`src/source/ctrl_pkg.sv`:
```
package ctrl_pkg;

    localparam int ECODE_W = 6;

    typedef logic [31:0]        addr_t;
    typedef logic [ECODE_W-1:0] ecode_t;
    typedef logic [13:0]        csr_addr_t;

    // Interrupt vector, word bits {12:11, 9:0}
    typedef logic [11:0] int_vec_t;

    // [0] PC  [1] inst buffer  [2] id  [3] dispatch  [4] ex  [5] mem  [6] wb
    typedef logic [6:0] pause_mask_t;

    localparam csr_addr_t CSR_CRMD   = 14'h000;
    localparam csr_addr_t CSR_ECFG   = 14'h004;
    localparam csr_addr_t CSR_ESTAT  = 14'h005;
    localparam csr_addr_t CSR_ERA    = 14'h006;
    localparam csr_addr_t CSR_EENTRY = 14'h00c;

    localparam ecode_t EXC_NOP = 6'h3f; // No exception this cycle

    // Reset bubble, never traps
    localparam addr_t BUBBLE_PC = 32'h0000_00fc;

    typedef struct packed {
        logic [28:0] upper;
        logic        ie;
        logic [1:0]  plv;
    } crmd_view_t;

    // CSR write word, decoded by address
    typedef union packed {
        logic [31:0] raw;
        crmd_view_t  crmd;
    } csr_word_u;

    // Interrupt bits of an ECFG or ESTAT word
    function automatic int_vec_t int_vec_of(csr_word_u w);
        return {w.raw[12:11], w.raw[9:0]};
    endfunction

endpackage

```
`src/source/csr_forward.sv`:
```
`timescale 1ns/100ps

module csr_forward
    import ctrl_pkg::*;
(
    input  logic      wb_csr_we_i,
    input  csr_addr_t wb_csr_addr_i,
    input  csr_word_u wb_csr_wdata_i,

    input  addr_t     st_era_i,
    input  addr_t     st_eentry_i,
    input  int_vec_t  st_lie_i,
    input  int_vec_t  st_is_i,
    input  logic      st_ie_i,

    output addr_t     cur_era_o,
    output addr_t     cur_eentry_o,
    output int_vec_t  cur_lie_o,
    output int_vec_t  cur_is_o,
    output logic      cur_ie_o
);

    logic hit_crmd;
    logic hit_ecfg;
    logic hit_estat;
    logic hit_era;
    logic hit_eentry;

    // Write still in wb wins over the stored copy
    assign hit_crmd   = wb_csr_we_i && (wb_csr_addr_i == CSR_CRMD);
    assign hit_ecfg   = wb_csr_we_i && (wb_csr_addr_i == CSR_ECFG);
    assign hit_estat  = wb_csr_we_i && (wb_csr_addr_i == CSR_ESTAT);
    assign hit_era    = wb_csr_we_i && (wb_csr_addr_i == CSR_ERA);
    assign hit_eentry = wb_csr_we_i && (wb_csr_addr_i == CSR_EENTRY);

    assign cur_era_o    = hit_era    ? wb_csr_wdata_i.raw : st_era_i;
    assign cur_eentry_o = hit_eentry ? wb_csr_wdata_i.raw : st_eentry_i;
    assign cur_lie_o    = hit_ecfg   ? int_vec_of(wb_csr_wdata_i) : st_lie_i;
    assign cur_is_o     = hit_estat  ? int_vec_of(wb_csr_wdata_i) : st_is_i;
    assign cur_ie_o     = hit_crmd   ? wb_csr_wdata_i.crmd.ie : st_ie_i;

endmodule

```
`src/source/csr_regs.sv`:
```
`timescale 1ns/100ps

module csr_regs
    import ctrl_pkg::*;
(
    input  logic      clk,
    input  logic      arst_n_i,

    input  logic      wb_csr_we_i,
    input  csr_addr_t wb_csr_addr_i,
    input  csr_word_u wb_csr_wdata_i,

    input  logic      exc_take_i,
    input  ecode_t    exc_cause_i,
    input  addr_t     exc_pc_i,
    input  logic      ertn_i,
    input  logic [7:0] hw_int_i,

    output addr_t     st_era_o,
    output addr_t     st_eentry_o,
    output int_vec_t  st_lie_o,
    output int_vec_t  st_is_o,
    output logic      st_ie_o,
    output ecode_t    st_ecode_o
);

    logic     sw_we;
    int_vec_t is_base;
    addr_t    era_q;
    addr_t    eentry_q;
    int_vec_t lie_q;
    int_vec_t is_q;
    logic     ie_q;
    logic     pie_q;
    ecode_t   ecode_q;

    // Trap entry and return take the slot of a software write
    assign sw_we = wb_csr_we_i && !exc_take_i && !ertn_i;

    assign is_base = (sw_we && (wb_csr_addr_i == CSR_ESTAT)) ?
                     int_vec_of(wb_csr_wdata_i) : is_q;

    always_ff @(posedge clk or negedge arst_n_i) begin
        if (!arst_n_i) begin
            era_q    <= '0;
            eentry_q <= '0;
            lie_q    <= '0;
            is_q     <= '0;
            ie_q     <= 1'b0;
            pie_q    <= 1'b0;
            ecode_q  <= '0;
        end else begin
            is_q <= is_base | {2'b00, hw_int_i, 2'b00}; // Hardware lines land on IS[9:2]
            if (exc_take_i) begin
                era_q   <= exc_pc_i;
                ecode_q <= exc_cause_i;
                pie_q   <= ie_q;
                ie_q    <= 1'b0;
            end else if (ertn_i) begin
                ie_q <= pie_q;
            end else if (sw_we) begin
                case (wb_csr_addr_i)
                    CSR_CRMD:   ie_q     <= wb_csr_wdata_i.crmd.ie;
                    CSR_ECFG:   lie_q    <= int_vec_of(wb_csr_wdata_i);
                    CSR_ERA:    era_q    <= wb_csr_wdata_i.raw;
                    CSR_EENTRY: eentry_q <= wb_csr_wdata_i.raw;
                    default: ; // ESTAT handled above
                endcase
            end
        end
    end

    assign st_era_o    = era_q;
    assign st_eentry_o = eentry_q;
    assign st_lie_o    = lie_q;
    assign st_is_o     = is_q;
    assign st_ie_o     = ie_q;
    assign st_ecode_o  = ecode_q;

endmodule

```
`src/source/exception_arbiter.sv`:
```
`timescale 1ns/100ps

module exception_arbiter
    import ctrl_pkg::*;
#(
    parameter int NUM_EXC_SRC = 6
) (
    input  addr_t                          mem_pc_i,
    input  logic [NUM_EXC_SRC-1:0]         mem_exc_valid_i,
    input  logic [NUM_EXC_SRC*ECODE_W-1:0] mem_exc_cause_i,
    input  logic                           mem_is_ertn_i,

    input  addr_t                          cur_era_i,
    input  addr_t                          cur_eentry_i,
    input  int_vec_t                       cur_lie_i,
    input  int_vec_t                       cur_is_i,
    input  logic                           cur_ie_i,

    output logic                           exc_take_o,
    output ecode_t                         exc_cause_o,
    output logic                           flush_o,
    output addr_t                          new_pc_o,
    output logic                           int_pending_o
);

    logic     any_valid;
    ecode_t   picked;
    int_vec_t int_vec;

    assign any_valid = |mem_exc_valid_i;

    // Higher index overrides, so the last valid source wins
    always_comb begin
        picked = EXC_NOP;
        for (int i = 0; i < NUM_EXC_SRC; i++) begin
            if (mem_exc_valid_i[i]) begin
                picked = mem_exc_cause_i[i*ECODE_W +: ECODE_W];
            end
        end
    end

    assign exc_take_o  = any_valid && (mem_pc_i != BUBBLE_PC);
    assign exc_cause_o = exc_take_o ? picked : EXC_NOP;

    assign flush_o  = any_valid || mem_is_ertn_i;
    assign new_pc_o = mem_is_ertn_i ? cur_era_i : cur_eentry_i;

    // Enabled and pending lines, masked by global IE
    assign int_vec       = cur_ie_i ? (cur_lie_i & cur_is_i) : '0;
    assign int_pending_o = |int_vec;

endmodule

```
`src/source/pause_ctrl.sv`:
```
`timescale 1ns/100ps

module pause_ctrl
    import ctrl_pkg::*;
(
    input  logic        pause_if_i,
    input  logic        pause_id_i,
    input  logic        pause_dispatch_i,
    input  logic        pause_ex_i,
    input  logic        pause_mem_i,
    input  logic        mem_is_idle_i,
    input  logic        continue_idle_i,
    input  logic        int_pending_i,
    output pause_mask_t pause_o,
    output logic        send_inst1_en_o
);

    logic idle_wait;

    // IDLE holds mem until an interrupt or a wake request
    assign idle_wait = mem_is_idle_i && !int_pending_i && !continue_idle_i;

    always_comb begin
        if (pause_if_i) begin
            pause_o = 7'b0000001;
        end else if (pause_id_i) begin
            pause_o = 7'b0000111;
        end else if (pause_dispatch_i) begin
            pause_o = 7'b0001111;
        end else if (pause_ex_i) begin
            pause_o = 7'b0011111;
        end else if (pause_mem_i || idle_wait) begin
            pause_o = 7'b0111111;
        end else begin
            pause_o = '0;
        end
    end

    assign send_inst1_en_o = !pause_o[1];

endmodule

```
`src/source/exc_ctrl_top.sv`:
```
`timescale 1ns/100ps

module exc_ctrl_top
    import ctrl_pkg::*;
#(
    parameter int NUM_EXC_SRC = 6
) (
    input  logic                           clk,
    input  logic                           arst_n_i,

    input  logic                           wb_csr_we_i,
    input  csr_addr_t                      wb_csr_addr_i,
    input  csr_word_u                      wb_csr_wdata_i,

    input  addr_t                          mem_pc_i,
    input  logic [NUM_EXC_SRC-1:0]         mem_exc_valid_i,
    input  logic [NUM_EXC_SRC*ECODE_W-1:0] mem_exc_cause_i,
    input  logic                           mem_is_ertn_i,
    input  logic                           mem_is_idle_i,

    input  logic                           pause_if_i,
    input  logic                           pause_id_i,
    input  logic                           pause_dispatch_i,
    input  logic                           pause_ex_i,
    input  logic                           pause_mem_i,
    input  logic                           continue_idle_i,
    input  logic [7:0]                     hw_int_i,

    output logic                           flush_o,
    output addr_t                          new_pc_o,
    output logic                           is_interrupt_o,
    output ecode_t                         exc_cause_o,
    output pause_mask_t                    pause_o,
    output logic                           send_inst1_en_o,
    output ecode_t                         ecode_o
);

    addr_t    st_era;
    addr_t    st_eentry;
    int_vec_t st_lie;
    int_vec_t st_is;
    logic     st_ie;
    addr_t    cur_era;
    addr_t    cur_eentry;
    int_vec_t cur_lie;
    int_vec_t cur_is;
    logic     cur_ie;
    logic     exc_take;

    csr_forward u_csr_forward (
        .wb_csr_we_i    (wb_csr_we_i),
        .wb_csr_addr_i  (wb_csr_addr_i),
        .wb_csr_wdata_i (wb_csr_wdata_i),
        .st_era_i       (st_era),
        .st_eentry_i    (st_eentry),
        .st_lie_i       (st_lie),
        .st_is_i        (st_is),
        .st_ie_i        (st_ie),
        .cur_era_o      (cur_era),
        .cur_eentry_o   (cur_eentry),
        .cur_lie_o      (cur_lie),
        .cur_is_o       (cur_is),
        .cur_ie_o       (cur_ie)
    );

    exception_arbiter #(
        .NUM_EXC_SRC (NUM_EXC_SRC)
    ) u_exception_arbiter (
        .mem_pc_i        (mem_pc_i),
        .mem_exc_valid_i (mem_exc_valid_i),
        .mem_exc_cause_i (mem_exc_cause_i),
        .mem_is_ertn_i   (mem_is_ertn_i),
        .cur_era_i       (cur_era),
        .cur_eentry_i    (cur_eentry),
        .cur_lie_i       (cur_lie),
        .cur_is_i        (cur_is),
        .cur_ie_i        (cur_ie),
        .exc_take_o      (exc_take),
        .exc_cause_o     (exc_cause_o),
        .flush_o         (flush_o),
        .new_pc_o        (new_pc_o),
        .int_pending_o   (is_interrupt_o)
    );

    // Trap state lands one edge after the strobe
    csr_regs u_csr_regs (
        .clk            (clk),
        .arst_n_i       (arst_n_i),
        .wb_csr_we_i    (wb_csr_we_i),
        .wb_csr_addr_i  (wb_csr_addr_i),
        .wb_csr_wdata_i (wb_csr_wdata_i),
        .exc_take_i     (exc_take),
        .exc_cause_i    (exc_cause_o),
        .exc_pc_i       (mem_pc_i),
        .ertn_i         (mem_is_ertn_i),
        .hw_int_i       (hw_int_i),
        .st_era_o       (st_era),
        .st_eentry_o    (st_eentry),
        .st_lie_o       (st_lie),
        .st_is_o        (st_is),
        .st_ie_o        (st_ie),
        .st_ecode_o     (ecode_o)
    );

    pause_ctrl u_pause_ctrl (
        .pause_if_i       (pause_if_i),
        .pause_id_i       (pause_id_i),
        .pause_dispatch_i (pause_dispatch_i),
        .pause_ex_i       (pause_ex_i),
        .pause_mem_i      (pause_mem_i),
        .mem_is_idle_i    (mem_is_idle_i),
        .continue_idle_i  (continue_idle_i),
        .int_pending_i    (is_interrupt_o),
        .pause_o          (pause_o),
        .send_inst1_en_o  (send_inst1_en_o)
    );

endmodule

```
`config.mk`:
```
export PLATFORM = sky130hd
export DESIGN_NAME = exc_ctrl_top
export DESIGN_NICKNAME = d
export VERILOG_FILES = /design/src/source/ctrl_pkg.sv /design/src/source/csr_forward.sv /design/src/source/csr_regs.sv /design/src/source/exception_arbiter.sv /design/src/source/pause_ctrl.sv /design/src/source/exc_ctrl_top.sv
export SDC_FILE = /design/constraint.sdc
export NUM_CORES = 1
export LEC_CHECK = 0
export BUFFER_PORTS_ARGS = -buffer_cell sky130_fd_sc_hd__buf_2
export CAP_MARGIN = 0
export CORE_ASPECT_RATIO = 0.6
export CORE_MARGIN = 4
export CORE_UTILIZATION = 40
export CTS_CLUSTER_DIAMETER = 150
export DETAILED_ROUTE_END_ITERATION = 10
export GPL_TIMING_DRIVEN = 0
export PLACE_DENSITY = 0.75
export SLEW_MARGIN = 15
export SYNTH_ARGS = -nofsm -noshare
export SYNTH_HDL_FRONTEND = slang
export SYNTH_SLANG_ARGS = --single-unit
export TNS_END_PERCENT = 5
```
`constraint.sdc`:
```
create_clock -name clk -period 6.5 [get_ports clk]
set_clock_uncertainty 0.15 [all_clocks]
set_input_delay 0.975 -clock clk [delete_from_list [all_inputs] [get_ports clk]]
set_output_delay 0.975 -clock clk [all_outputs]
set_load 0.02 [all_outputs]
```
==> impl_summary.log <==
[metrics] synthesized net count: 700
[metrics] Critical Path End Type: output port
[metrics] clock latency on the worst-skew pair: 340 ps
[metrics] antenna diode instance count: 0
[metrics] power per cell area: approximately 200 nW/µm²
[metrics] NumNets Final: 900
[metrics] Hold WC Path Type: in2async
[metrics] initial core utilization: 0.416
[metrics] count of non-filler cells in the finished layout: 935
[metrics] top post-synthesis cells by area: sky130_fd_sc_hd__dfrtp_1 44%, sky130_fd_sc_hd__mux2_2 9.9%, sky130_fd_sc_hd__mux2i_1 6.1%
[metrics] element type at the critical path start: primary input
[metrics] footprint of the multi-input gates: 2730 µm²
[metrics] Inst Count DP: 920
[metrics] Starting DRT DRC Count: 446
[metrics] CP most frequent cell: sky130_fd_sc_hd__buf_2
[metrics] weighted congestion at the end of routability-driven global placement: 0.951
[metrics] leading area contributor after synthesis: sky130_fd_sc_hd__dfrtp_1
[metrics] required time worst endpoint: approximately 5400 ps
[metrics] cell at the root of the clock tree: sky130_fd_sc_hd__clkbuf_16
[metrics] number of vias after detailed routing: 5299
[metrics] via density per instance: 5.67
[metrics] total of flip-flops plus latches after synthesis: 96
[metrics] synth-to-layout area growth: 27.7%
[metrics] Worst EP arrival: 3550 ps
[metrics] result of the run: finished, final reports clean
[metrics] CTS tree: built
[metrics] pin count of the biggest net entering global routing: 84
[metrics] clock input transition at the sequential cells of the worst setup and hold paths: 70 ps
[metrics] Filler Cell Count: 1225
[metrics] horizontal die dimension: 159 µm
[metrics] path type of the worst setup path: in2out
[metrics] grt ovf: 0
[metrics] routed wirelength normalized by instance count: about 19 µm
[metrics] Fin. Hold Viols: 0
[metrics] most used flip-flop cell after synthesis: sky130_fd_sc_hd__dfrtp_1
[metrics] GRT Total Usage: 0.227
[metrics] setup fix buffers added after clock tree synthesis: 0
[metrics] number of buffers created by CTS: 9
[metrics] number of max-slew violations in the final report: 0
[metrics] actual transition at the worst max-transition pin: 723 ps
[metrics] Synthesis Warnings: 0
[metrics] Die H: 98.4 µm
[metrics] number of top-level pins: between 150 and 200
[metrics] quantity of I/O buffers inserted on ports: between 150 and 200
[metrics] maximum fanout encountered on the critical timing path: 10
[metrics] clock sink count: 96
[metrics] Final Routed Wirelength: about 18000 µm
[metrics] fmax: 214 MHz
[metrics] TritonRoute pass-1 iters: 5
[metrics] wire length of the first global-routing pass: ~28000 µm
[metrics] fraction of synthesized cell area taken by the top area cell type: 0.441
[metrics] number of antenna violations at the first check in global routing: 0
[metrics] number of enable-type register cells in the synthesized netlist: 0
[metrics] Die Footprint: between 15000 and 20000 µm²
[metrics] quantity of hold-fixing buffers added after cts: 0
[metrics] critical path's largest stage delay: 580 ps
[metrics] area of the core region: 13100 µm²
[metrics] static power due to leakage: 3.33 nW
[metrics] # Max-Cap Violations: 0
[metrics] relative max-transition margin: 0.514
[metrics] minimum clock period: 4670 ps
[metrics] fraction of final layout cells sized beyond drive strength 1: 0.358
[metrics] share of async-settable or async-resettable flops after synthesis: 1.00
[metrics] number of buffers on the longest clock path: 2
[metrics] post-synthesis average cell area: 9.71 µm²
[metrics] maximum resistive drop on vdd: 0.148 mV
[metrics] sequential element share of the synthesized area: 0.441
[metrics] mapped cell area: 5450 µm²
[metrics] fraction of the cycle the final worst path needs: 0.719
[metrics] final setup violating endpoints: 0
[metrics] H-tree levels: 3
[metrics] setup TNS: 0 ps
[metrics] via count of the first global-routing pass: 5045
[metrics] post-synthesis cell type count: 50
[metrics] Fin Hold WS: roughly 290 ps
[metrics] series of cell instances along the critical path: buf_2, nor3b_1, nand3_1, nor4_2, clkbuf_1, nor2_1, a221oi_1, buf_2
[metrics] RSZ-0062 raised after global routing: false
[metrics] floorplan row count: 32
[metrics] antenna violation net count after detailed routing: 0
[metrics] post-CTS resize count: 0
[metrics] DRC violation count after routing: 0
[metrics] master of the slowest instance on the critical path: sky130_fd_sc_hd__nor4_2
[metrics] flip-flop and latch area: 2400 µm²
[metrics] number of cells produced by synthesis: 561
[metrics] Post-DP HPWL: 13600 µm
power breakdown:
group	switching (mW)	internal, mW
combinational	0.133	0.0846
clock	0.227	0.345
sequential	0.00807	0.612
total	0.368	1.04
kinds of logic after synthesis:
logic type,count (synthesis),share of synthesized area
AOI/OAI and AO/OA,132,0.176
other,1,0.000688
DFF,96,0.441
buffers and inverters,77,0.0576
muxes,82,0.162
and+or+nand+nor,173,0.163
cells in the mapped netlist, drive strengths merged (11+ instances only):
master,n
a221oi,33
a22oi,16
buf,15
clkbuf,27
dfrtp,96
inv,35
mux2,49
mux2i,33
nand2,44
nor2,42
nor2b,11
nor3,33
nor4,12
o21ai,34
state kept, by name, summed over array words and instances (netlist names):
register                count
u_csr_regs.st_is_o         12
u_csr_regs.st_eentry_o     32
u_csr_regs.st_ecode_o       6
u_csr_regs.pie_q            1
u_csr_regs.st_ie_o          1
u_csr_regs.st_lie_o        12
u_csr_regs.st_era_o        32
placed cells by master, fill, tap and decap left out, types with 11 or more instances in the layout:
cell,netlist,final
sky130_fd_sc_hd__inv_1,35,35
sky130_fd_sc_hd__a221oi_1,33,33
sky130_fd_sc_hd__nor2_1,42,42
sky130_fd_sc_hd__nor3_1,32,32
sky130_fd_sc_hd__nand2_1,44,44
sky130_fd_sc_hd__nor2b_1,11,11
sky130_fd_sc_hd__mux2i_1,33,33
sky130_fd_sc_hd__clkbuf_1,27,27
sky130_fd_sc_hd__mux2_2,48,48
sky130_fd_sc_hd__a22oi_1,16,16
sky130_fd_sc_hd__dfrtp_1,96,96
sky130_fd_sc_hd__buf_2,11,198
sky130_fd_sc_hd__o21ai_0,34,34
through the flow:
stage | power [mW] | utilization | setup slack (ps) | area (µm²)
2_1_floorplan | 0.732 | - | 2430 | 5450
3_3_place_gp | 0.843 | 0.504 | 1880 | 6600
3_5_place_dp | 0.848 | 0.507 | 1890 | 6640
4_1_cts | 1.42 | 0.531 | 1880 | 6960
5_1_grt | 1.47 | 0.531 | 1530 | 6960
6_report | 1.41 | 0.531 | 1830 | 6960
final timing paths:
check / startpoint / end / slack, ps / cells after the start
max: wb_csr_addr_i[12] / new_pc_o[6] / 1830 / 8
min: arst_n_i / u_csr_regs.st_era_o[27] / 290 / 1
max reg2reg: u_csr_regs.st_ie_o / u_csr_regs.st_ie_o / 5350 / 4
min reg2reg: u_csr_regs.st_ie_o / u_csr_regs.pie_q / 340 / 2
max in group asynchronous: arst_n_i / u_csr_regs.st_eentry_o[8] / 5270 / 2
min in group clk: u_csr_regs.st_ie_o / u_csr_regs.pie_q / 340 / 2
cell type report:
class                   count  share of cell area
plain buffers              42              0.0263
clock buffers              10              0.0344
clock inverters             5              0.0117
inverters                  35              0.0189
multi-input cells         388               0.393
flip-flops and latches     96               0.345
well taps                 170              0.0306
repair buffers            189               0.140
worst max-delay path, delay by kind of cell:
| kind | cells | cell delay, ps |
|---|---|---|
| AOI/OAI and AO/OA | 1 | 450 |
| and+or+nand+nor | 4 | 1300 |
| buffers and inverters | 3 | 820 |
per-layer routing:
metal | up-vias | GRT usage | share of wire
li1 | 2481 | - | -
met5 | - | 0 | 0
met4 | 0 | 0.0446 | 0.0092
met2 | 204 | 0.312 | 0.42
met3 | 18 | 0.0469 | 0.075
met1 | 2596 | 0.366 | 0.49
No activity file was read; power rests on OpenSTA's default activity.
